[src/hdl/ddr_bridge_pkg.sv]
package ddr_bridge_pkg;

  // ------------------------------------------------------------
  // widths
  // ------------------------------------------------------------
  localparam int host_data_w = 32;  // host word
  localparam int line_data_w = 128; // memory line
  localparam int lane_count  = 4;   // words per line
  localparam int lane_sel_w  = 2;   // addr bits 3:2
  localparam int host_strb_w = 4;   // one bit per host byte
  localparam int line_strb_w = 16;  // one bit per line byte
  localparam int addr_w      = 32;  // host byte address

  // ------------------------------------------------------------
  // sizes
  // ------------------------------------------------------------
  localparam int mem_lines   = 64;  // lines in the line store
  localparam int line_idx_w  = 6;   // addr bits 9:4
  localparam int fifo_depth  = 2;   // lane FIFO entries
  localparam int lock_wait_w = 8;   // top bit set after 128 locked cycles

  // host seen by the bridge
  typedef enum logic {
    port_cpu = 1'b0,
    port_dbg = 1'b1
  } port_sel_e;

  // reset sequencer
  typedef enum logic [1:0] {
    rst_wait_lock = 2'd0,           // lock low, counter cleared
    rst_count     = 2'd1,           // lock high, counting
    rst_ready     = 2'd2            // memory side released
  } rst_state_e;

endpackage

[src/hdl/reset_seq.sv]
`timescale 1ns/10ps

module reset_seq (
  input  logic sys_clk,
  input  logic sys_rstn,
  input  logic clk_locked,
  output logic mem_ready
);
  import ddr_bridge_pkg::*;

  rst_state_e             state;
  logic [lock_wait_w-1:0] lock_cnt;
  logic [lock_wait_w-1:0] lock_nxt;

  assign lock_nxt = lock_cnt + 1'b1;

  always_ff @(posedge sys_clk or negedge sys_rstn) begin
    if (!sys_rstn) begin
      state     <= rst_wait_lock;
      lock_cnt  <= '0;
      mem_ready <= 1'b0;
    end else if (!clk_locked) begin       // lock lost, start over
      state     <= rst_wait_lock;
      lock_cnt  <= '0;
      mem_ready <= 1'b0;
    end else begin
      case (state)
        rst_wait_lock, rst_count: begin
          lock_cnt  <= lock_nxt;           // first locked cycle gives 1
          mem_ready <= lock_nxt[lock_wait_w-1]; // 128th cycle
          state     <= lock_nxt[lock_wait_w-1] ? rst_ready : rst_count;
        end
        default: begin
          state     <= rst_ready;          // hold until lock drops
          mem_ready <= 1'b1;
        end
      endcase
    end
  end

endmodule

[config.mk]
export PLATFORM = sky130hd
export DESIGN_NAME = reset_seq
export DESIGN_NICKNAME = d
export VERILOG_FILES = /design/src/hdl/ddr_bridge_pkg.sv /design/src/hdl/reset_seq.sv
export SDC_FILE = /design/constraint.sdc
export NUM_CORES = 1
export LEC_CHECK = 0
export ABC_AREA = 1
export BUFFER_PORTS_ARGS = -buffer_cell sky130_fd_sc_hd__buf_2
export CORE_AREA = 2 2 39 41
export CTS_CLUSTER_DIAMETER = 60
export DETAILED_ROUTE_END_ITERATION = 6
export DIE_AREA = 0 0 41 43
export PLACE_DENSITY_LB_ADDON = 0.15
export REMOVE_ABC_BUFFERS = 1
export SYNTH_ARGS = -nofsm -noshare
export SYNTH_HDL_FRONTEND = slang
export SYNTH_SLANG_ARGS = --single-unit
[constraint.sdc]
create_clock -name sys_clk -period 1 [get_ports sys_clk]
set_input_delay 0.05 -clock sys_clk [delete_from_list [all_inputs] [get_ports sys_clk]]
set_output_delay 0.05 -clock sys_clk [all_outputs]
set_load 0.01 [all_outputs]
Word-level counts from Yosys, hierarchy flattened
Cells that the tools add are included.
{"block": "totals", "inputBits": 3, "ff_bits": 11, "out_inout_bits": 1, "word_cells": 15}
{"block": "op_classes", "n_eq_ne": 2, "n_reduce_logical": 2, "n_mux": 7, "addsub": 1}
{"op": "$mux 8", "n": 2}
{"op": "$add 8x1->8 const B", "n": 1}
{"op": "$mux 2", "n": 3}
{"op": "$eq 2x1->1 const B", "n": 1}
{"op": "$logic_not 2->1", "n": 1}
{"op": "$mux 1", "n": 2}
{"op": "$ne 2x1->1 const B", "n": 1}
{"op": "$reduce_or 2->1", "n": 1}

Logic depth before layout (Yosys ltp)
{"block": "logic_depth", "depth_word": 4, "depth_mapped": 7, "ltp_nobuf": 7}

Worst setup path after synthesis
OpenSTA, ideal clock, no wires.
{"block": "synth_timing", "kind": "flip-flop to flip-flop", "from": "reg lock_cnt[1]", "to": "reg lock_cnt[6]", "path_slack_ns": 0.004, "required_time_ns": 0.923, "setup_time_ns": 0.077, "period_less_slack_ns": 0.996, "arrival_ns": 0.919, "stages_incl_launch_ff": 6, "path_buffers": 0, "cell_sequence": "dfrtp_1 -> ha_1 -> nand3_2 -> nor2_2 -> nand3_1 -> a21oi_1"}
{"block": "synth_between", "elab_chain_cells": 3}
{"element": "start: declaration", "line": "reset_seq.sv:12", "rtl": "logic [lock_wait_w-1:0] lock_cnt;"}
{"element": "start signal: assignment", "line": "reset_seq.sv:29", "rtl": "lock_cnt <= lock_nxt;"}
{"element": "$add 8x1->8", "line": "reset_seq.sv:15", "rtl": "assign lock_nxt = lock_cnt + 1'b1;"}
{"element": "$mux 8", "line": "reset_seq.sv:27", "rtl": "case (state)"}
{"element": "$mux 8", "line": "reset_seq.sv:22", "rtl": "end else if (!clk_locked) begin"}
Every way passes these cells. The select of a mux whose other input is x is not followed.
A chain may end at the register's enable or synchronous reset.

Worst setup path after layout
Ends and elaborated chain as after synthesis.

==> impl_metrics.ini <==
[run_status]
status = complete, but fails checks
violations = setup timing

[setup_path]
rr_startpoint = lock_cnt[1]
startpoint_type = register
startpoint = lock_cnt[1]
cp.arrival_ns = 1.29
required_ns = 1.21
crit_end = lock_cnt[6]
path_class = reg -> reg
critPathMaxFanout = 3
ff2ff_path_depth = 5
worstSetupEndpointType = register
regToRegEndpoint = lock_cnt[6]
r2r_slack_ns = -0.08

[yosys]
synth.yosys.warnings = 0
netlist_instances = 62
ys_ff_latch = 9
synth_cell_types = 18
synth.avg_cell_area_um2 = 8.09
synthSimpleGateAreaFrac = 0.372
synth_xor_area_frac = 0
synth_mux_area_frac = 0
yosysSeqAreaShare = 0.449
synth_compound_area_frac = 0.0648
synth_fa_ha_area_frac = 0.0249
syn_area_um2 = 502
synth_top_family_by_area = simple AND/OR/NAND/NOR gates

[routing]
routed_wirelength_um = 968
vias = 420
drt_pass1_iterations = 3
drc = 0
first_iter_violations = 2
ant_nets = 0
avgRoutedWirePerCell_um = 10.5
via_per_inst = 4.57

[floorplan]
die_area_um2 = 1760
row_count = 14
die_w_um = 41
start_util = 0.363
die_h_um = 43
io_pins = 4
coreArea_um2 = 1380

[cts]
numCtsBuffers = 3
clk_pin_slew_worst_paths_ns = 0.07
htree_levels = 1
clk_latency_ns = 0.28
cts_root_buffer = clkbuf_4
cts_buffer_depth = 2
cts.sinks = 9
cts_tree = yes

[pwr]
max-vdd-ir-drop_mv = 0.709
power.density_nw_per_um2 = 1200
p_leak_uw = 0.000324

[timing]
hold_slack_ns = 0.0911
setup_viol = 4
worst_slack_ns = -0.0772
fin_skew_ns = 0.00874
hold_viol = 0
rsz0062_at_grt = yes
maxSlewViolCount = 0
fin_crit_sh = 1.08
max_freq_ghz = 0.928
relSlewSlack = 0.863
worst_pin_slew_ns = 0.206
tns_ns = -0.189
period_needed_ns = 1.08

[global_routing]
grt_max_degree = 11
met1_usage = 0.162
grt_pass1_wl_um = 1600
met3_usage = 0.0471
first_global_vias = 392
gr-usage-met2 = 0.206
grt_antenna_before_repair = 0
top_usage_layer = met2
grt-ovfl-total = 0
grt_usage = 0.144

[layout]
fin_util = 0.452
area_growth_pct = 24.7
finalNonFillerCells = 92
nNetsFinal = 81
area.sequential_um2 = 225
fillers = 140
n_antenna_cell = 0
multi_input_area_um2 = 241
drive_gt1_frac = 0.342

[place]
portBuffers = 3
dp_slack_ns = -0.0778
dp_hpwl_um = 706
place_inst = 85
place_congestion = 0.712

[worst_hold_path]
hp-class = in -> reg

[run]
drv_cap = 0
==> cells in the final DEF (no fill, tap or decap), drive strengths merged <==
master	instances
a21oi	3
clkbuf	3
dlygate4sd3	1
nand2	18
inv	9
o21bai	1
dfrtp	9
nand4	2
ha	1
nor3	1
nand3	6
buf	10
nor2	9
o21ai	2
clkinv	1
==> report_power, final <==
group / internal [uW] / switching (uW) / total (uW) / leakage, uW
clock network: 148 / 150 / 298 / 0.0000177
registers: 374 / 8.66 / 383 / 0.000123
logic: 31.8 / 35.8 / 67.6 / 0.000183
==> cell usage after synthesis <==
library cell  count  area, um2
nor3_1            1       5.00
nand2_1          14       52.6
buf_6             1       11.3
ha_1              1       12.5
nor2_1            6       22.5
nand2_4           1       11.3
inv_1             9       33.8
nand3_1           5       25.0
dfrtp_1           9        225
nand2_2           3       18.8
nand4_1           2       12.5
nand3_2           1       10.0
a21oi_1           3       15.0
o21ai_0           1       5.00
o21bai_1          1       7.51
nor2_2            1       6.26
nor2_4            2       22.5
o21ai_1           1       5.00
==> through the flow <==
step,cell area [um2],total power (uW)
floorplan,490,416
global placement,563,446
detailed placement,563,447
CTS,613,749
global route,626,790
finish,626,749
==> layer usage <==
metal | up-vias | share of wire
met5 | - | 0
met4 | 0 | 0.037
met3 | 6 | 0.057
met2 | 7 | 0.47
met1 | 183 | 0.44
li1 | 224 | -
==> kinds of logic (layout without fill, tap and decap cells) <==
| group | count (synthesis) | after routing |
|---|---|---|
| AO/OA/AOI/OAI | 6 | 6 |
| adder cells (fa/ha/maj) | 1 | 1 |
| buffers and inverters | 10 | 24 |
| flip-flops | 9 | 9 |
| AND/OR/NAND/NOR | 36 | 36 |
==> final cells by class <==
class                           instances  area share
Clock buffer                            3      0.0360
Sequential cell                         9       0.360
Multi-Input combinational cell         43       0.386
Inverter                                9      0.0540
Clock inverter                          1     0.00800
Timing Repair Buffer                   11       0.124
Tap cell                               16      0.0320
==> repair_timing <==
action | in CTS | in global routing
hold endpoints to repair | 9 | 0
hold buffers | 1 | 0
buffers inserted | 1 | 1
pin swaps | 1 | 0
resized for setup | 3 | 1
endpoints found under the setup margin | 4 | 7
==> worst min-delay path by stage <==
stage	start	end	slack [ns]	cells past startpoint
2_1_floorplan	sys_rstn	lock_cnt[0]	-0.25	0
3_3_place_gp	sys_rstn	lock_cnt[2]	-0.08	1
3_5_place_dp	sys_rstn	lock_cnt[2]	-0.08	1
4_1_cts	clk_locked	mem_ready	0.09	3
5_1_grt	clk_locked	lock_cnt[6]	0.10	3
6_report	clk_locked	mem_ready	0.09	3
==> flip-flops by register name, summed over array words and instances, names as in the netlist <==
name,flops
lock_cnt,8
mem_ready,1
==> critical path: stages (launching register included) <==
cell	delay [ns]
dfrtp_1	0.39
ha_2	0.22
nand3_2	0.10
nor2_2	0.11
nand3_1	0.07
a21oi_1	0.12
Power figures use the tool's default switching activity.
