<file path="src/hdl/ddr_bridge_pkg.sv">
package ddr_bridge_pkg;

  // ------------------------------------------------------------
  // widths
  // ------------------------------------------------------------
  localparam int host_data_w = 32;  // host word
  localparam int line_data_w = 128; // memory line
  localparam int lane_count  = 4;   // words per line
  localparam int lane_sel_w  = 2;   // addr bits 3:2
  localparam int host_strb_w = 4;   // one bit per host byte
  localparam int line_strb_w = 16;  // one bit per line byte
  localparam int addr_w      = 32;  // host byte address

  // ------------------------------------------------------------
  // sizes
  // ------------------------------------------------------------
  localparam int mem_lines   = 64;  // lines in the line store
  localparam int line_idx_w  = 6;   // addr bits 9:4
  localparam int fifo_depth  = 2;   // lane FIFO entries
  localparam int lock_wait_w = 8;   // top bit set after 128 locked cycles

  // host seen by the bridge
  typedef enum logic {
    port_cpu = 1'b0,
    port_dbg = 1'b1
  } port_sel_e;

  // reset sequencer
  typedef enum logic [1:0] {
    rst_wait_lock = 2'd0,           // lock low, counter cleared
    rst_count     = 2'd1,           // lock high, counting
    rst_ready     = 2'd2            // memory side released
  } rst_state_e;

endpackage

</file>
<file path="src/hdl/host_arbiter.sv">
`timescale 1ns/10ps

module host_arbiter (
  input  logic                                 sys_clk,
  input  logic                                 sys_rstn,
  input  ddr_bridge_pkg::port_sel_e            host_sel,
  input  logic [ddr_bridge_pkg::addr_w-1:0]      cpu_waddr,
  input  logic [ddr_bridge_pkg::host_data_w-1:0] cpu_wdata,
  input  logic [ddr_bridge_pkg::host_strb_w-1:0] cpu_wstrb,
  input  logic                                 cpu_wvalid,
  output logic                                 cpu_wready,
  output logic                                 cpu_bvalid,
  input  logic                                 cpu_bready,
  input  logic [ddr_bridge_pkg::addr_w-1:0]      cpu_araddr,
  input  logic                                 cpu_arvalid,
  output logic                                 cpu_arready,
  output logic [ddr_bridge_pkg::host_data_w-1:0] cpu_rdata,
  output logic                                 cpu_rvalid,
  input  logic                                 cpu_rready,
  input  logic [ddr_bridge_pkg::addr_w-1:0]      dbg_waddr,
  input  logic [ddr_bridge_pkg::host_data_w-1:0] dbg_wdata,
  input  logic [ddr_bridge_pkg::host_strb_w-1:0] dbg_wstrb,
  input  logic                                 dbg_wvalid,
  output logic                                 dbg_wready,
  output logic                                 dbg_bvalid,
  input  logic                                 dbg_bready,
  input  logic [ddr_bridge_pkg::addr_w-1:0]      dbg_araddr,
  input  logic                                 dbg_arvalid,
  output logic                                 dbg_arready,
  output logic [ddr_bridge_pkg::host_data_w-1:0] dbg_rdata,
  output logic                                 dbg_rvalid,
  input  logic                                 dbg_rready,
  output logic [ddr_bridge_pkg::addr_w-1:0]      h_waddr,
  output logic [ddr_bridge_pkg::host_data_w-1:0] h_wdata,
  output logic [ddr_bridge_pkg::host_strb_w-1:0] h_wstrb,
  output logic                                 h_wvalid,
  input  logic                                 h_wready,
  input  logic                                 h_bvalid,
  output logic                                 h_bready,
  output logic [ddr_bridge_pkg::addr_w-1:0]      h_araddr,
  output logic                                 h_arvalid,
  input  logic                                 h_arready,
  input  logic [ddr_bridge_pkg::host_data_w-1:0] h_rdata,
  input  logic                                 h_rvalid,
  output logic                                 h_rready
);
  import ddr_bridge_pkg::*;

  port_sel_e                             grant;
  logic [$clog2(2 * fifo_depth + 1)-1:0] outstanding; // both directions
  logic                                  use_dbg;
  logic                                  req_open;
  logic [1:0]                            req_acc;
  logic [1:0]                            rsp_acc;

  assign use_dbg  = (grant == port_dbg);
  assign req_open = (host_sel == grant);      // no new requests while a switch waits

  // ------------------------------------------------------------
  // requests from the granted host
  // ------------------------------------------------------------
  assign h_waddr   = use_dbg ? dbg_waddr : cpu_waddr;
  assign h_wdata   = use_dbg ? dbg_wdata : cpu_wdata;
  assign h_wstrb   = use_dbg ? dbg_wstrb : cpu_wstrb;
  assign h_wvalid  = (use_dbg ? dbg_wvalid : cpu_wvalid) && req_open;
  assign h_araddr  = use_dbg ? dbg_araddr : cpu_araddr;
  assign h_arvalid = (use_dbg ? dbg_arvalid : cpu_arvalid) && req_open;
  assign h_bready  = use_dbg ? dbg_bready : cpu_bready;
  assign h_rready  = use_dbg ? dbg_rready : cpu_rready;

  // responses and readies back to the granted host only
  assign cpu_wready  = !use_dbg && req_open && h_wready;
  assign dbg_wready  = use_dbg && req_open && h_wready;
  assign cpu_arready = !use_dbg && req_open && h_arready;
  assign dbg_arready = use_dbg && req_open && h_arready;
  assign cpu_bvalid  = !use_dbg && h_bvalid;
  assign dbg_bvalid  = use_dbg && h_bvalid;
  assign cpu_rvalid  = !use_dbg && h_rvalid;
  assign dbg_rvalid  = use_dbg && h_rvalid;
  assign cpu_rdata   = use_dbg ? '0 : h_rdata; // idle host reads zero
  assign dbg_rdata   = use_dbg ? h_rdata : '0;

  assign req_acc = {1'b0, h_wvalid && h_wready} + {1'b0, h_arvalid && h_arready};
  assign rsp_acc = {1'b0, h_bvalid && h_bready} + {1'b0, h_rvalid && h_rready};

  always_ff @(posedge sys_clk or negedge sys_rstn) begin
    if (!sys_rstn) begin
      grant       <= port_cpu;
      outstanding <= '0;
    end else begin
      outstanding <= outstanding + req_acc - rsp_acc;
      if (outstanding == 0 && !req_open)
        grant <= host_sel;                    // switch only when drained
    end
  end

endmodule

</file>
<file path="config.mk">
export PLATFORM = sky130hd
export DESIGN_NAME = host_arbiter
export DESIGN_NICKNAME = d
export VERILOG_FILES = /design/src/hdl/ddr_bridge_pkg.sv /design/src/hdl/host_arbiter.sv
export SDC_FILE = /design/constraint.sdc
export NUM_CORES = 1
export LEC_CHECK = 0
export BUFFER_PORTS_ARGS = -buffer_cell sky130_fd_sc_hd__buf_2
export CAP_MARGIN = 20
export CORE_AREA = 2 2 165 167
export CTS_BUF_LIST = sky130_fd_sc_hd__clkbuf_8
export DETAILED_ROUTE_END_ITERATION = 7
export DIE_AREA = 0 0 167 169
export GPL_TIMING_DRIVEN = 0
export PLACE_DENSITY_LB_ADDON = 0.08
export SYNTH_ARGS = -nofsm -noshare
export SYNTH_HDL_FRONTEND = slang
export SYNTH_SLANG_ARGS = --single-unit
</file>
<file path="constraint.sdc">
create_clock -name sys_clk -period 8.35 [get_ports sys_clk]
set_input_delay 0.835 -clock sys_clk [delete_from_list [all_inputs] [get_ports sys_clk]]
set_output_delay 0.835 -clock sys_clk [all_outputs]
set_load 0.02 [all_outputs]
</file>
* Word-level counts from Yosys, hierarchy flattened
Index checks and enable logic that the tools add are counted.
** Storage, ports and cells
- Flip-flop bits (word level) :: 4
- Input bits :: 247
- Output and inout port bits :: 176
- Word-level logic and storage cells :: 37
** Operators by class
- $add $sub $neg :: 4
- Equality and inequality tests :: 1
- Multiplexer cells :: 10
- Reduce and logical (&&, ||, !) cells :: 20
** Operators with widths (number)
- two-way mux 32 bit :: 5
- logical AND 1 bit :: 17
- adder 1 x 1 -> 2 bit :: 2
- two-way mux 1 bit :: 4
- two-way mux 4 bit :: 1
- adder 3 x 2 -> 3 bit :: 1
- logical NOT 3 bit :: 1
- subtractor 3 x 2 -> 3 bit :: 1
- logical NOT 1 bit :: 2
- == test 1 bit :: 1

* Logic depth before layout (Yosys ltp)
- Depth in word-level cells :: 6
- Mapped depth :: 11

* Worst setup path before layout
OpenSTA, ideal clock, no wires.
- Path type :: in2reg
- Start :: in host_sel
- End :: reg outstanding[2]
- Setup time :: 80 ps
- Data arrival time :: 2894 ps
- Slack :: 5376 ps
- Cell stages on the path :: 9
- Path buffers :: 0
- Cell sequence :: inv_1 -> ha_1 -> or3b_1 -> fa_1 -> fa_1 -> inv_1 -> ha_1 -> xnor2_1 -> xnor2_1
** Between the ends
- Longest elaborated chain between the ends :: 6
** Ends and longest elaborated chain
- from (decl) :: RTL line host_arbiter.sv:6 : input ddr_bridge_pkg::port_sel_e host_sel,
- == test 1 bit * :: RTL line host_arbiter.sv:57 : assign req_open = (host_sel == grant);
- logical AND 1 bit, on equally long branches :: RTL line host_arbiter.sv:65, host_arbiter.sv:67
- logical AND 1 bit :: RTL line host_arbiter.sv:83 : assign req_acc = {1'b0, h_wvalid && h_wready} + {1'b0, h_arvalid && h_arready};
- adder 1 x 1 -> 2 bit * :: RTL line host_arbiter.sv:83
- adder 3 x 2 -> 3 bit * :: RTL line host_arbiter.sv:91 : outstanding <= outstanding + req_acc - rsp_acc;
- subtractor 3 x 2 -> 3 bit * :: RTL line host_arbiter.sv:91
- to (signal assigned) :: RTL line host_arbiter.sv:91
- to (decl) :: RTL line host_arbiter.sv:50 : logic [$clog2(2 * fifo_depth + 1)-1:0] outstanding;
Mark *: on every way between the ends. The rest lies on a longest branch, timed or not.
A chain may end at the register's enable or synchronous reset.

* Worst setup path after layout
- Start :: reg grant
- End :: reg outstanding[2]
** Between the ends
- Longest elaborated chain between the ends :: 6
** Ends and longest elaborated chain
- from (decl) :: RTL line host_arbiter.sv:49 : port_sel_e grant;
- from (signal assigned) :: RTL line host_arbiter.sv:88 : grant <= port_cpu;
- from (signal assigned) :: RTL line host_arbiter.sv:93 : grant <= host_sel;
- two-way mux 1 bit, or another cell as far along :: RTL line host_arbiter.sv:65 : assign h_wvalid = (use_dbg ? dbg_wvalid : cpu_wvalid) && req_open;
- logical AND 1 bit, on equally long branches :: RTL line host_arbiter.sv:65, host_arbiter.sv:67
- logical AND 1 bit :: RTL line host_arbiter.sv:83
- adder 1 x 1 -> 2 bit :: RTL line host_arbiter.sv:83
- adder 3 x 2 -> 3 bit :: RTL line host_arbiter.sv:91
- subtractor 3 x 2 -> 3 bit * :: RTL line host_arbiter.sv:91
Marks and branches as above.

==> results.json <==
{
  "status": "finished, final reports clean",
  "dpl.cell_count": 985,
  "synth_top_area_share_pct": 56.6,
  "numCtsBuffers": 3,
  "ctsResizeCount": 0,
  "postCtsSetupRepairBufs": 0,
  "crit_type": "reg2reg",
  "p_comb_share_pct": 93.8,
  "clock_skew_ps": 2.75,
  "totalWireLength_mm": 13.4,
  "end_kind": "register",
  "reg2reg_to": "outstanding[2]",
  "synthesis.nets": 475,
  "synthCells": 222,
  "slew_violations": 0,
  "initial_utilization_pct": 7.65,
  "clock-sinks": 4,
  "synth-main-ff-cell": "dfrtp_1",
  "rows": 60,
  "dieWidth_um": 167,
  "hpwl_mm": 12.3,
  "antenna_left": 0,
  "power.switching_uw": 698,
  "fin_cells": 989,
  "die_y_um": 169,
  "vias": 3283,
  "numPortBuffers": 422,
  "hold_violations": 0,
  "tightest_slew_ps": 621,
  "drc": 0,
  "wl_per_cell_um": 13.5,
  "rr_worst_depth": 11,
  "synth-edff-count": 0,
  "syn_avg_cell_area_um2": 9.14,
  "grt_max_degree": 11,
  "seq_power_share_pct": 3.0,
  "ys_ff_latch": 4,
  "critical_path_arrival_ps": 3630,
  "grt.overflow.total": 0,
  "switching_share_pct": 55.9,
  "drt-vias-per-instance": 3.32,
  "gp_congestion": 0.830,
  "area_delta_synth_final_pct": 127,
  "start_kind": "register",
  "die-area_um2": 28200,
  "clkPwrFrac_pct": 3.2,
  "async_reset_ff_share_pct": 100,
  "cts_root_buf": "clkbuf_8",
  "synth_area_um2": 2030,
  "drt_iter0_markers": 53,
  "fin_crit_sh_pct": 41.9,
  "rr_startpoint": "grant",
  "yosys_warnings": 0,
  "crit_end": "outstanding[2]",
  "crit_start": "grant",
  "crit_path_max_fanout": 11,
  "synth_area_leaders": "mux2_2 (57%), and2_1 (12%), nor2b_1 (10%), dfrtp_1 (4.9%), buf_4 (4.4%)",
  "synth_top_cell_by_area": "mux2_2",
  "clk_pin_slew_worst_paths_ps": 30,
  "first_global_vias": 3312,
  "power_density_nw_per_um2": 271,
  "cts_buffer_depth": 2,
  "h-tree-depth": 1,
  "drive_gt1_share_pct": 83.6,
  "yosysSeqAreaShare_pct": 4.94,
  "rsz0062_at_grt": "no",
  "peakVddDrop_uv": 84.7,
  "postCtsHoldBufs": 0,
  "tns_ps": 0,
  "num-nets-final": 902,
  "synth.most_common_cell": "mux2_2",
  "antenna_found_initial": 0,
  "firstDrtPassIters": 4,
  "synthTopCellsByCount": "mux2_2 (102), and2_1 (40), nor2b_1 (34)",
  "relSlewSlack_pct": 58.6,
  "min_path_type": "in2async",
  "final.min_clock_period_ps": 3500,
  "final-setup-viol-count": 0,
  "clock_latency_ps": 210,
  "fmaxAchievable_mhz": 286,
  "core_um2": 26500,
  "critPathRequiredTime_ps": 8480,
  "fill_cells": 3073,
  "io_pins": 423,
  "synth.distinct_cells": 15,
  "maxCapViolCount": 0,
  "track_usage_pct": 8.32,
  "p_int_uw": 550,
  "grt_pass1_wl_mm": 18.5,
  "ff2ff_setup_slack_ps": 4850,
  "cts_tree": "built",
  "p_leak_uw": 0.00256
}
flip-flops by register name, summed over array words and instances, names as in the netlist:
register and count:
grant 1, outstanding 3
worst min path at each step:
| stage | startpoint | end | slack, ps |
|---|---|---|---|
| finish | sys_rstn | grant | 420 |
| detailed placement | outstanding[0] | grant | 580 |
| global placement | outstanding[0] | grant | 570 |
| CTS | sys_rstn | grant | 420 |
| global route | sys_rstn | grant | 420 |
| floorplan | outstanding[0] | grant | 530 |
critical path: stages (launching register included):
cell and delay, ps:
dfrtp_1 380, buf_4 220, clkbuf_1 510, inv_1 120, ha_1 360, or3b_1 420, fa_1 520, fa_1 370
inv_1 70, ha_1 160, xnor2_1 130, xnor2_1 140
layout by cell type, fill, tap and decap left out:
cell type | synthesis | routed
buf_2 | 2 | 424
diode_2 | 0 | 1
dfrtp_1 | 4 | 4
and2_1 | 40 | 40
xnor2_1 | 2 | 2
buf_4 | 12 | 12
clkbuf_1 | 5 | 5
nor4b_1 | 1 | 1
inv_1 | 7 | 7
clkbuf_8 | 0 | 3
ha_1 | 4 | 4
mux2_2 | 102 | 102
fa_1 | 2 | 2
nor2b_1 | 34 | 34
or3b_1 | 2 | 2
nor2_1 | 2 | 2
mux2i_1 | 3 | 3
power by group through the flow:
stage	combinational, uW	sequential [uW]	clock, uW
floorplan	800	35.9	0
finish	1170	37.6	40.0
detailed placement	1200	38.4	0
global route	1270	39.2	43.9
CTS	1200	38.2	42.4
global placement	1200	38.3	0
final cells by class:
type	count	area, um^2	area share (%)
Timing Repair Buffer	422	2110	45.8
Buffer	19	119	2.58
Inverter	7	26.3	0.570
Multi-Input combinational cell	192	1780	38.7
Sequential cell	4	100	2.17
Clock buffer	3	41.3	0.896
Antenna cell	1	2.50	0.0543
Tap cell	341	427	9.25
cell families (layout without fill, tap and decap cells):
family        Yosys count  after routing  synth area share [%]
simple gates           79             79                  24.5
buf+inv                26            451                  7.16
mux                   105            105                  58.1
flops                   4              4                  4.94
other cells             0              1                     0
xor+xnor                2              2                 0.864
fa+ha+maj               6              6                  4.44
metal layers:
metal	global-route usage, %	part of all wire [%]
met3	1.38	8.0
met1	8.93	35
met2	17.1	56
met4	1.31	0.58
met5	0	0
stage by stage:
step	hold slack [ps]	utilization, %	instance area (um^2)	worst slack [ps]	power (uW)
after floorplan	527	-	2030	5380	836
after global placement	570	17.2	4570	4750	1240
after CTS	416	17.4	4610	4660	1280
final	420	17.4	4610	4850	1250
after global routing	420	17.4	4610	4510	1350
after detailed placement	584	17.2	4570	4690	1240
Note: power is estimated with default switching activity, not from simulation.
