===== config.mk =====
export PLATFORM = sky130hd
export DESIGN_NAME = line_packer
export DESIGN_NICKNAME = d
export VERILOG_FILES = /design/src/hdl/ddr_bridge_pkg.sv /design/src/hdl/lane_fifo.sv /design/src/hdl/line_packer.sv
export SDC_FILE = /design/constraint.sdc
export NUM_CORES = 1
export LEC_CHECK = 0
export BUFFER_PORTS_ARGS = -buffer_cell sky130_fd_sc_hd__buf_4
export CAP_MARGIN = 10
export CORE_AREA = 2 2 170 172
export DETAILED_ROUTE_END_ITERATION = 12
export DIE_AREA = 0 0 172 174
export GPL_TIMING_DRIVEN = 0
export MAX_ROUTING_LAYER = met4
export PLACE_DENSITY = 0.39
export SETUP_SLACK_MARGIN = 0.2
export SLEW_MARGIN = 20
export SYNTH_ARGS = -nofsm -noshare
export SYNTH_HDL_FRONTEND = slang
export SYNTH_SLANG_ARGS = --single-unit
export TNS_END_PERCENT = 5

===== constraint.sdc =====
create_clock -name sys_clk -period 4.8 [get_ports sys_clk]
set_input_delay 0.24 -clock sys_clk [delete_from_list [all_inputs] [get_ports sys_clk]]
set_output_delay 0.24 -clock sys_clk [all_outputs]
set_load 0.01 [all_outputs]

===== src/hdl/ddr_bridge_pkg.sv =====
package ddr_bridge_pkg;

  // ------------------------------------------------------------
  // widths
  // ------------------------------------------------------------
  localparam int host_data_w = 32;  // host word
  localparam int line_data_w = 128; // memory line
  localparam int lane_count  = 4;   // words per line
  localparam int lane_sel_w  = 2;   // addr bits 3:2
  localparam int host_strb_w = 4;   // one bit per host byte
  localparam int line_strb_w = 16;  // one bit per line byte
  localparam int addr_w      = 32;  // host byte address

  // ------------------------------------------------------------
  // sizes
  // ------------------------------------------------------------
  localparam int mem_lines   = 64;  // lines in the line store
  localparam int line_idx_w  = 6;   // addr bits 9:4
  localparam int fifo_depth  = 2;   // lane FIFO entries
  localparam int lock_wait_w = 8;   // top bit set after 128 locked cycles

  // host seen by the bridge
  typedef enum logic {
    port_cpu = 1'b0,
    port_dbg = 1'b1
  } port_sel_e;

  // reset sequencer
  typedef enum logic [1:0] {
    rst_wait_lock = 2'd0,           // lock low, counter cleared
    rst_count     = 2'd1,           // lock high, counting
    rst_ready     = 2'd2            // memory side released
  } rst_state_e;

endpackage


===== src/hdl/lane_fifo.sv =====
`timescale 1ns/10ps

module lane_fifo #(
  parameter int width = 2,
  parameter int depth = 2                   // power of two
) (
  input  logic             sys_clk,
  input  logic             sys_rstn,
  input  logic             push,
  input  logic [width-1:0] push_data,
  input  logic             pop,
  output logic [width-1:0] pop_data,
  output logic             full,
  output logic             empty
);

  logic [width-1:0]        mem [depth];     // payload, no reset
  logic [$clog2(depth):0]  wr_ptr;          // extra bit tells full from empty
  logic [$clog2(depth):0]  rd_ptr;
  logic [$clog2(depth):0]  fill;

  assign fill     = wr_ptr - rd_ptr;
  assign full     = (fill == depth);
  assign empty    = (fill == 0);
  assign pop_data = mem[rd_ptr[$clog2(depth)-1:0]]; // head, valid when !empty

  always_ff @(posedge sys_clk or negedge sys_rstn) begin
    if (!sys_rstn) begin
      wr_ptr <= '0;
      rd_ptr <= '0;
    end else begin
      if (push && !full)
        wr_ptr <= wr_ptr + 1'b1;
      if (pop && !empty)
        rd_ptr <= rd_ptr + 1'b1;
    end
  end

  always_ff @(posedge sys_clk) begin
    if (push && !full)
      mem[wr_ptr[$clog2(depth)-1:0]] <= push_data;
  end

endmodule


===== src/hdl/line_packer.sv =====
`timescale 1ns/10ps

module line_packer (
  input  logic                                 sys_clk,
  input  logic                                 sys_rstn,
  input  logic                                 mem_ready,
  input  logic [ddr_bridge_pkg::addr_w-1:0]      h_waddr,
  input  logic [ddr_bridge_pkg::host_data_w-1:0] h_wdata,
  input  logic [ddr_bridge_pkg::host_strb_w-1:0] h_wstrb,
  input  logic                                 h_wvalid,
  output logic                                 h_wready,
  output logic                                 h_bvalid,
  input  logic                                 h_bready,
  input  logic [ddr_bridge_pkg::addr_w-1:0]      h_araddr,
  input  logic                                 h_arvalid,
  output logic                                 h_arready,
  output logic [ddr_bridge_pkg::host_data_w-1:0] h_rdata,
  output logic                                 h_rvalid,
  input  logic                                 h_rready,
  output logic [ddr_bridge_pkg::line_idx_w-1:0]  m_waddr,
  output logic [ddr_bridge_pkg::line_data_w-1:0] m_wdata,
  output logic [ddr_bridge_pkg::line_strb_w-1:0] m_wstrb,
  output logic                                 m_wvalid,
  input  logic                                 m_wready,
  input  logic                                 m_bvalid,
  output logic                                 m_bready,
  output logic [ddr_bridge_pkg::line_idx_w-1:0]  m_araddr,
  output logic                                 m_arvalid,
  input  logic                                 m_arready,
  input  logic [ddr_bridge_pkg::line_data_w-1:0] m_rdata,
  input  logic                                 m_rvalid,
  output logic                                 m_rready
);
  import ddr_bridge_pkg::*;

  logic [lane_sel_w-1:0] w_lane;
  logic [lane_sel_w-1:0] r_lane;            // read FIFO head
  logic                  wf_full;
  logic                  wf_empty;
  logic                  rf_full;
  logic                  rf_empty;
  logic                  w_open;
  logic                  ar_open;

  // ------------------------------------------------------------
  // write request, word placed into its lane
  // ------------------------------------------------------------
  assign w_lane   = h_waddr[2 +: lane_sel_w];
  assign w_open   = mem_ready && !wf_full;
  assign h_wready = m_wready && w_open;
  assign m_wvalid = h_wvalid && w_open;
  assign m_waddr  = h_waddr[2 + lane_sel_w +: line_idx_w];
  assign m_wdata  = {lane_count{h_wdata}};  // same word in every lane
  assign m_wstrb  = line_strb_w'(h_wstrb) << (w_lane * host_strb_w);

  // write response only against a tracked transfer
  assign h_bvalid = m_bvalid && !wf_empty;
  assign m_bready = h_bready && !wf_empty;

  lane_fifo #(.width(host_strb_w + lane_sel_w), .depth(fifo_depth)) wr_fifo_inst (
    .sys_clk   (sys_clk),
    .sys_rstn  (sys_rstn),
    .push      (h_wvalid && h_wready),
    .push_data ({h_wstrb, w_lane}),
    .pop       (m_bvalid && h_bready),
    .pop_data  (),                          // b channel carries no payload
    .full      (wf_full),
    .empty     (wf_empty)
  );

  // ------------------------------------------------------------
  // read request, lane kept for the return
  // ------------------------------------------------------------
  assign ar_open   = mem_ready && !rf_full;
  assign h_arready = m_arready && ar_open;
  assign m_arvalid = h_arvalid && ar_open;
  assign m_araddr  = h_araddr[2 + lane_sel_w +: line_idx_w];

  assign h_rvalid = m_rvalid && !rf_empty;
  assign m_rready = h_rready && !rf_empty;
  assign h_rdata  = m_rdata[r_lane * host_data_w +: host_data_w]; // slice by head

  lane_fifo #(.width(lane_sel_w), .depth(fifo_depth)) rd_fifo_inst (
    .sys_clk   (sys_clk),
    .sys_rstn  (sys_rstn),
    .push      (h_arvalid && h_arready),
    .push_data (h_araddr[2 +: lane_sel_w]),
    .pop       (m_rvalid && h_rready),
    .pop_data  (r_lane),
    .full      (rf_full),
    .empty     (rf_empty)
  );

endmodule


== Yosys cells after proc, flatten, opt, wreduce, memory -nomap -nowiden ==
Memory sizes are Yosys's and may differ from the RTL's.
Cells that the tools add are included.
Storage, ports and cells
  output and inout bits: 196
  register bits after elaboration: 8
  word-level logic and storage cells: 41
  memories kept: 1
  bits in writable memories: 4
  input port bits: 239
Memories
  rd_fifo_inst.mem: depth 2, bits a word 2, read ports 1, clocked after memory_dff 0, write ports 1, line lane_fifo.sv:17  | logic [width-1:0] mem [depth];
Cells by class
  add/sub/neg operators: 6
  shifts and indexed selects: 2
  mux-type cells: 2
  equal/unequal tests: 2
  reduce and logical (&&, ||, !) cells: 24
Operator list (count)
  variable part select 128 x 8 -> 32 bit: 1
  logical AND 1 bit: 18
  left shift 4 x 4 -> 16 bit: 1
  adder 2 x 1 -> 2 bit, second input constant: 4
  == test 2 bit, second input constant: 2
  zero test 1 bit: 4
  zero test 2 bit: 2
  subtractor 2 bit: 2
  two-way mux 1 bit: 2

== Logic depth before layout (Yosys ltp) ==
Gate-level depths: netlist (run 1).
  depth after elaboration: 9
  depth in mapped cells: 4
  depth with buffers taken out: 3

== By module ==
A second synthesis (run 1) with hierarchy kept.
Unflattened totals
  cell total of the unflattened synthesis: 292
  area, all modules: 3181.8 µm²
Modules (own cells, without submodules)
  line_packer: sequential area each 0.0 µm², cells an instance 209, area an instance 2090.8 µm², times used 1
  lane_fifo at wr_fifo_inst: sequential area each 460.4 µm², cells an instance 47, area an instance 686.9 µm², times used 1
  lane_fifo at rd_fifo_inst: sequential area each 220.2 µm², cells an instance 36, area an instance 404.1 µm², times used 1

== Worst setup path after synthesis (run 1) ==
Ideal clock, no wire load.
  path kind: reg-to-output
  from: register rd_fifo_inst.rd_ptr[0]
  to: output h_rdata[11] (netlist bit)
  cell stages (with the launch flop): 5
  arrival time: 1.520 ns
  setup slack: 3.040 ns
  buffers on the path: 2
  path through: dfrtp_1 > buf_6 > mux2i_4 > buf_6 > mux4_2
On the way
  word-level cells in the longest chain between the ends: 2
Ends and longest elaborated chain
  start, declared: line lane_fifo.sv:19  | logic [$clog2(depth):0] rd_ptr;
  start signal, assigned: line lane_fifo.sv:35  | rd_ptr <= rd_ptr + 1'b1;
  memory (2 x 2 bit)
  variable part select 128 x 8 -> 32 bit: line line_packer.sv:81  | assign h_rdata = m_rdata[r_lane * host_data_w +: host_data_w];
  end, declared: line line_packer.sv:17  | output logic [ddr_bridge_pkg::host_data_w-1:0] h_rdata,
Every way passes these cells.

== Final worst setup path (run 1) ==
  from: register rd_fifo_inst.rd_ptr[0]
  to: output h_rdata[22] (netlist bit)
The elaborated chain is that of the path after synthesis.

==> results of run 1 <==
## where the power goes
part	switching, mW	internal [mW]	leakage, nW
Clock	0.0423	0.110	0.0385
Combinational	0.470	0.653	2.78
Sequential	0.0247	0.144	0.130
Total	0.537	0.907	2.94
## placed cells by master (no fill, tap or decap), types with 2 or more instances in the layout
cell	instances
nand3_1	4
a21oi_1	4
xor2_1	4
buf_2	4
buf_4	480
and2_1	14
mux2i_1	2
edfxtp_1	4
nand2_1	8
mux2_2	2
clkbuf_1	3
mux4_2	32
nand4_1	2
clkbuf_16	3
inv_1	2
dfrtp_1	8
nor2b_1	3
and3_1	8
xnor2_1	5
buf_6	4
nor2_1	5
## metrics by stage
step | power [mW] | util (%)
floorplan | 0.823 | -
global placement | 1.32 | 20.0
detailed placement | 1.32 | 20.0
CTS | 1.47 | 20.4
global route | 1.56 | 20.4
finish | 1.44 | 20.4
## worst paths after layout
path / slack [ps] / depth (start not counted) / end
setup reg to reg: 3330 / 4 / rd_fifo_inst.mem[0][1]
max in group asynchronous: 4300 / 2 / wr_fifo_inst.rd_ptr[0]
min in group asynchronous: 360 / 2 / rd_fifo_inst.rd_ptr[1]
hold / removal: 190 / 1 / rd_fifo_inst.mem[0][0]
hold reg to reg: 540 / 2 / wr_fifo_inst.rd_ptr[0]
setup / recovery: 2360 / 5 / h_rdata[22]
## Yosys cell counts
cell / instances / area share (%)
a21oi_1: 4 / 0.76
a221o_1: 1 / 0.38
and2_1: 14 / 3.3
and3_1: 8 / 1.9
buf_2: 4 / 0.76
buf_4: 140 / 40
buf_6: 4 / 1.7
clkbuf_1: 3 / 0.43
dfrtp_1: 8 / 7.6
edfxtp_1: 4 / 4.6
inv_1: 2 / 0.29
mux2_2: 2 / 0.86
mux2i_1: 2 / 0.76
mux2i_2: 1 / 0.52
mux2i_4: 1 / 0.86
mux4_2: 32 / 27
nand2_1: 8 / 1.1
nand2b_1: 1 / 0.24
nand3_1: 4 / 0.76
nand4_1: 2 / 0.48
nor2_1: 5 / 0.71
nor2b_1: 3 / 0.71
nor3_1: 1 / 0.19
nor3b_1: 1 / 0.29
o31ai_1: 1 / 0.29
xnor2_1: 5 / 1.7
xor2_1: 4 / 1.3
## kinds of logic after synthesis
family	count (synthesis)	share of synthesized area, %
xor gates and xnor gates	9	3.00
DFF	12	12.2
and+or+nand+nor	47	9.76
muxes	38	30.4
buffers and inverters	153	43.2
AOI/OAI and AO/OA	6	1.43
## layer usage
layer	up-vias	global-route usage (%)	part of all wire, %
met1	1389	8.61	37
met2	125	14.7	56
li1	1472	-	-
met5	-	-	0
met4	0	0.630	0.13
met3	2	0.683	7.0
## repair_timing
item | 4_1_cts | 5_1_grt
resized for setup | 0 | 0
hold buffers | 1 | 0
hold endpoints to repair | 8 | 0
## flip-flops by register name, summed over array words and instances, names as in the netlist
name,flops
rd_fifo_inst.mem,4
rd_fifo_inst.rd_ptr,2
rd_fifo_inst.wr_ptr,2
wr_fifo_inst.rd_ptr,2
wr_fifo_inst.wr_ptr,2
## cell type report
| cell class | instances | area [sq um] | share of cell area, % |
|---|---|---|---|
| sequential | 12 | 320 | 5.57 |
| buffer | 151 | 1130 | 19.6 |
| clock inverter | 1 | 3.75 | 0.0653 |
| multi-input combinational | 100 | 1170 | 20.4 |
| tap | 384 | 480 | 8.36 |
| inverter | 2 | 7.51 | 0.131 |
| timing repair buffer | 341 | 2560 | 44.6 |
| clock buffer | 3 | 75.1 | 1.31 |
==> flow_metrics.py, run 1 <==
metrics = {
    "outcome": {
        "outcome": "completed",
    },
    "sta": {
        "hold_viol_final": 0,
        "fin_crit_sh_pct": 50.8,
        "setup_ws_ps": 2360,
        "worst_pin_slew_ps": 638,
        "fmax_mhz": 410,
        "rsz0062_at_grt": "no",
        "setup_tns_ps": 0,
        "skew_ps": 0.462,
        "layout_min_cycle_time_ps": 2440,
        "hold-worst-slack_ps": 192,
        "setup_violations": 0,
        "relSlewSlack_pct": 56.6,
        "drv_slew": 0,
    },
    "global_route": {
        "grt_usage_pct": 7.58,
        "grt_pass1_wl_um": 16900,
        "grt_max_degree": 11,
        "antenna_found_initial": 1,
        "overflow": 0,
        "grt_pass1_vias": 2705,
    },
    "detailed_routing": {
        "num_vias": 2988,
        "viasPerCell": 3.01,
        "final_antenna_net_count": 0,
        "drc": 0,
        "routedWlPerCell_um": 12.9,
        "dr.pass1.iters": 4,
        "wirelength_um": 12800,
        "drt_iter0_markers": 41,
    },
    "setup_path": {
        "crit_buf_inv": 3,
        "end_kind": "output pin",
        "rr_startpoint": "rd_fifo_inst.wr_ptr[0]",
        "critPathTopFamily": "multiplexers",
        "critPathLaunch": "rd_fifo_inst.rd_ptr[0]",
        "crit_chain": "buf_6 -> mux2i_2 -> buf_2 -> mux4_2 -> buf_4",
        "max_stage_delay_ps": 580,
        "slowest_stage": "mux2i_2",
        "required_ps": 4560,
        "worstPathMaxFanout": 10,
        "cp.arrival_ps": 2200,
        "worstSetupPathType": "reg -> out",
        "startpoint_type": "flop",
    },
    "cts": {
        "cts_max_level": 1,
        "tritoncts": "done",
        "cts_root_buf": "clkbuf_16",
        "cts_setup_buffers": 0,
        "cts_made_buffers": 3,
        "cts_num_sinks": 12,
        "ctsLongestPathBuffers": 2,
        "cts.clk_slew.worst_paths_ps": 40,
        "clock_latency_ps": 240,
    },
    "place": {
        "routabilityCongestion": 0.697,
        "numPortBuffers": 340,
        "dp_slack_ps": 2460,
        "place_hpwl_um": 11600,
        "dp_cells": 989,
        "place_area_sq_um": 5660,
    },
    "die": {
        "rows": 62,
        "core_sq_um": 28200,
        "die-area_sq_um": 29900,
        "die_h_um": 174,
        "die_w_um": 172,
        "start_util_pct": 9.31,
        "io_pins": 435,
    },
    "cells_and_area": {
        "fin_nets": 850,
        "layout.cells.non_filler": 994,
        "fillers": 3213,
        "design_area_sq_um": 5750,
        "area_growth_pct": 119,
        "n_antenna_cell": 0,
        "drive_gt1_share_pct": 86.4,
    },
    "logic_synthesis": {
        "yosys_warnings": 0,
        "syn-cell-area_sq_um": 2630,
        "ys_seq_elements": 12,
        "syn_area_per_cell_sq_um": 9.92,
        "syn-num-nets": 504,
        "synthCells": 265,
        "seq_area_frac_synth_pct": 12.2,
        "synth_cell_types": 27,
    },
    "power_and_ir_drop": {
        "cellLeakagePower_nw": 2.94,
        "vdd_drop_max_uv": 213,
        "power_per_cell_area_nw_per_um2": 251,
    },
    "flow_run": {
        "maxCapViolCount": 0,
    },
    "worst_hold_path": {
        "worst_hold_path_type": "in -> reg",
        "min_from": "h_araddr[2]",
    },
}
Power figures use the tool's default switching activity.
==> inputs of run 2 (changes only) <==
ABC_AREA = 1   (was unset)
CORE_AREA = 2 2 167 169   (was 2 2 170 172)
DIE_AREA = 0 0 169 171   (was 0 0 172 174)
PLACE_DENSITY = 0.4   (was 0.39)
clock period = 2.29 ns   (was 4.8 ns; I/O delays follow)
==> run 2 against run 1 <==
Against the previous run: first-iteration DRC count grew to 2.8 times the previous value; synthesized cell count is 66% higher; sequential share of layout area fell by 0.097 points; critical path depth increased by 3; global-route usage up 1.4 points; combinational power grew to 2.9 times the previous value; utilization rose by 1.1 points; non-clock buffer count up 10; via count is 30% higher; cell count up 14%; worst hold slack worse by 120 ps; synthesized area grew 6.0%.
==> flow_metrics.py, run 2 <==
metrics = {
    "outcome": {
        "outcome": "completed",
    },
    "detailed_routing": {
        "drc": 0,
        "wirelength_um": 14700,
        "final_antenna_net_count": 0,
        "drt_iter0_markers": 116,
        "routedWlPerCell_um": 13.0,
        "dr.pass1.iters": 4,
        "viasPerCell": 3.42,
        "num_vias": 3873,
    },
    "setup_path": {
        "critPathLaunch": "rd_fifo_inst.rd_ptr[0]",
        "required_ps": 2180,
        "slowest_stage": "dfrtp_2",
        "rr_startpoint": "rd_fifo_inst.rd_ptr[0]",
        "worstSetupPathType": "reg -> out",
        "max_stage_delay_ps": 440,
        "startpoint_type": "flop",
        "end_kind": "output pin",
        "cp.arrival_ps": 1880,
        "crit_chain": "inv_2 -> nand2_1 -> nand2_2 -> inv_4 -> buf_2 -> o21ai_0 -> o22ai_1 -> buf_4",
        "worstPathMaxFanout": 10,
    },
    "logic_synthesis": {
        "synth-xor-area-share_pct": 1.26,
        "ys_seq_elements": 12,
        "synth_edf_count": 4,
        "synthCells": 441,
        "synth_cell_types": 22,
        "yosys_warnings": 0,
        "yosys.area_share.simple_pct": 20.3,
        "syn-cell-area_sq_um": 2780,
        "syn_area_per_cell_sq_um": 6.31,
        "syn-num-nets": 680,
        "synth-compound-area-share_pct": 20.1,
        "synth_commonest_cells": "147 x buf_4, 73 x nor2_1, 38 x nand2_1, 38 x o21ai_0, 32 x o22ai_1",
        "synthMuxAreaShare_pct": 0,
        "synth_top_area_cell": "buf_4",
        "synthAdderAreaFrac_pct": 0,
        "seq_area_frac_synth_pct": 11.5,
        "synth_ff_type": "dfrtp_1",
        "synth_area_leaders": "buf_4 40%, nor2_1 9.8%, dfrtp_1 7.2%",
        "synth_top_area_share_pct": 39.6,
        "synth_top_family_by_area": "buffers and inverters",
        "ys_async_sr_fraction_pct": 66.7,
        "yosysMostFrequentCell": "buf_4",
    },
    "sta": {
        "worst_pin_slew_ps": 433,
        "fmax_mhz": 500,
        "layout_min_cycle_time_ps": 2000,
        "relSlewSlack_pct": 70.8,
        "setup_tns_ps": 0,
        "drv_slew": 0,
        "rsz0062_at_grt": "yes",
        "setup_violations": 0,
        "skew_ps": 3.32,
        "hold_viol_final": 0,
        "fin_crit_sh_pct": 87.3,
        "setup_ws_ps": 292,
    },
    "cells_and_area": {
        "area_growth_pct": 111,
        "layout.cells.non_filler": 1133,
        "drive_gt1_share_pct": 65.9,
        "design_area_sq_um": 5870,
        "largest_register_ff_count": 4,
        "fin_nets": 1026,
        "mostFrequentLayoutCell": "buf_4",
        "layout_common_cells": "487 x buf_4, 73 x nor2_1, 38 x nand2_1",
    },
    "die": {
        "rows": 61,
        "core_sq_um": 27300,
        "die_h_um": 171,
        "die-area_sq_um": 28900,
        "die_w_um": 169,
        "io_pins": 435,
        "start_util_pct": 10.2,
    },
    "power_and_ir_drop": {
        "vdd_drop_max_uv": 334,
        "power_per_cell_area_nw_per_um2": 670,
        "cellLeakagePower_nw": 3.15,
    },
    "place": {
        "numPortBuffers": 340,
        "place_area_sq_um": 5770,
        "dp_cells": 1127,
        "place_hpwl_um": 12500,
        "routabilityCongestion": 0.753,
        "dp_slack_ps": 194,
    },
    "cts": {
        "tritoncts": "done",
        "cts_root_buf": "clkbuf_16",
        "clock_latency_ps": 240,
        "cts.clk_slew.worst_paths_ps": 40,
        "cts_made_buffers": 3,
        "ctsLongestPathBuffers": 2,
        "cts_num_sinks": 12,
        "cts_max_level": 1,
    },
    "global_route": {
        "overflow": 0,
        "grt_usage_pct": 9.01,
        "grt_max_degree": 11,
        "grt_pass1_wl_um": 19800,
        "antenna_found_initial": 1,
        "grt_pass1_vias": 3526,
    },
    "worst_hold_path": {
        "min_from": "h_araddr[2]",
        "worst_hold_path_type": "in -> reg",
    },
    "flow_run": {
        "maxCapViolCount": 0,
    },
}
[run 2: cell count changes after synthesis, moves of 14 or more]
cell,before,now
and2_1,14,0
inv_1,2,23
mux4_2,32,0
nand2_1,8,38
nor2_1,5,73
nor3_1,1,16
o21ai_0,0,38
o21ai_1,0,20
o22ai_1,0,32
[run 2: routing by layer]
| metal | track usage [%] | vias to the layer above | share of wire (%) |
|---|---|---|---|
| li1 | - | 1999 | - |
| met4 | 0.446 | 0 | 0.40 |
| met5 | - | - | 0 |
| met3 | 2.01 | 4 | 8.1 |
| met2 | 16.9 | 182 | 51 |
| met1 | 10.2 | 1688 | 40 |
[run 2: final timing paths]
check	end	slack, ps	cells past startpoint
worst min register to register	wr_fifo_inst.rd_ptr[0]	540	2
worst max register to register	rd_fifo_inst.mem[0][1]	700	8
min in group asynchronous	wr_fifo_inst.rd_ptr[0]	250	2
worst max-delay path	h_rdata[22]	290	8
worst min-delay path	rd_fifo_inst.mem[0][0]	70	1
max in group asynchronous	rd_fifo_inst.rd_ptr[0]	1890	2
[run 2: power by group]
group / switching [mW] / leakage, nW / internal, mW
Combinational: 1.71 / 2.98 / 1.52
Clock: 0.0889 / 0.0385 / 0.230
Sequential: 0.0862 / 0.134 / 0.298
[run 2: kinds of logic after synthesis]
logic type             after synthesis
buffers and inverters              188
AO/OA/AOI/OAI                       98
XOR/XNOR                             4
AND/OR/NAND/NOR                    139
flip-flops                          12
[run 2: layout make-up]
type,instances,area (sq um)
Fill cell,3098,21400
Timing Repair Buffer,341,2560
Buffer,161,1200
Multi-Input combinational cell,241,1170
Tap cell,346,433
Sequential cell,12,322
Inverter,27,105
Clock buffer,3,75.1
Clock inverter,1,3.75
Antenna cell,1,2.50
[run 2: what timing repair did]
item                                    CTS  global route
hold buffers                              1             0
buffers inserted                          0             0
endpoints found under the hold margin     8             0
gates resized for setup                   2             7
endpoints found under the setup margin   15            13
[run 2: critical path, delay by kind of cell, from the launching register on]
family | cells | cell delay (ps)
buf+inv | 4 | 520
compound gates | 2 | 510
flops | 1 | 440
simple gates | 2 | 180
[run 2: through the flow]
step	hold slack, ps	power (mW)	util [%]
floorplan	-181	2.12	-
finish	68.7	3.93	21.5
detailed placement	-52.5	3.66	21.1
global placement	-50.1	3.69	21.1
CTS	66.3	4.00	21.4
global route	67.5	4.31	21.5
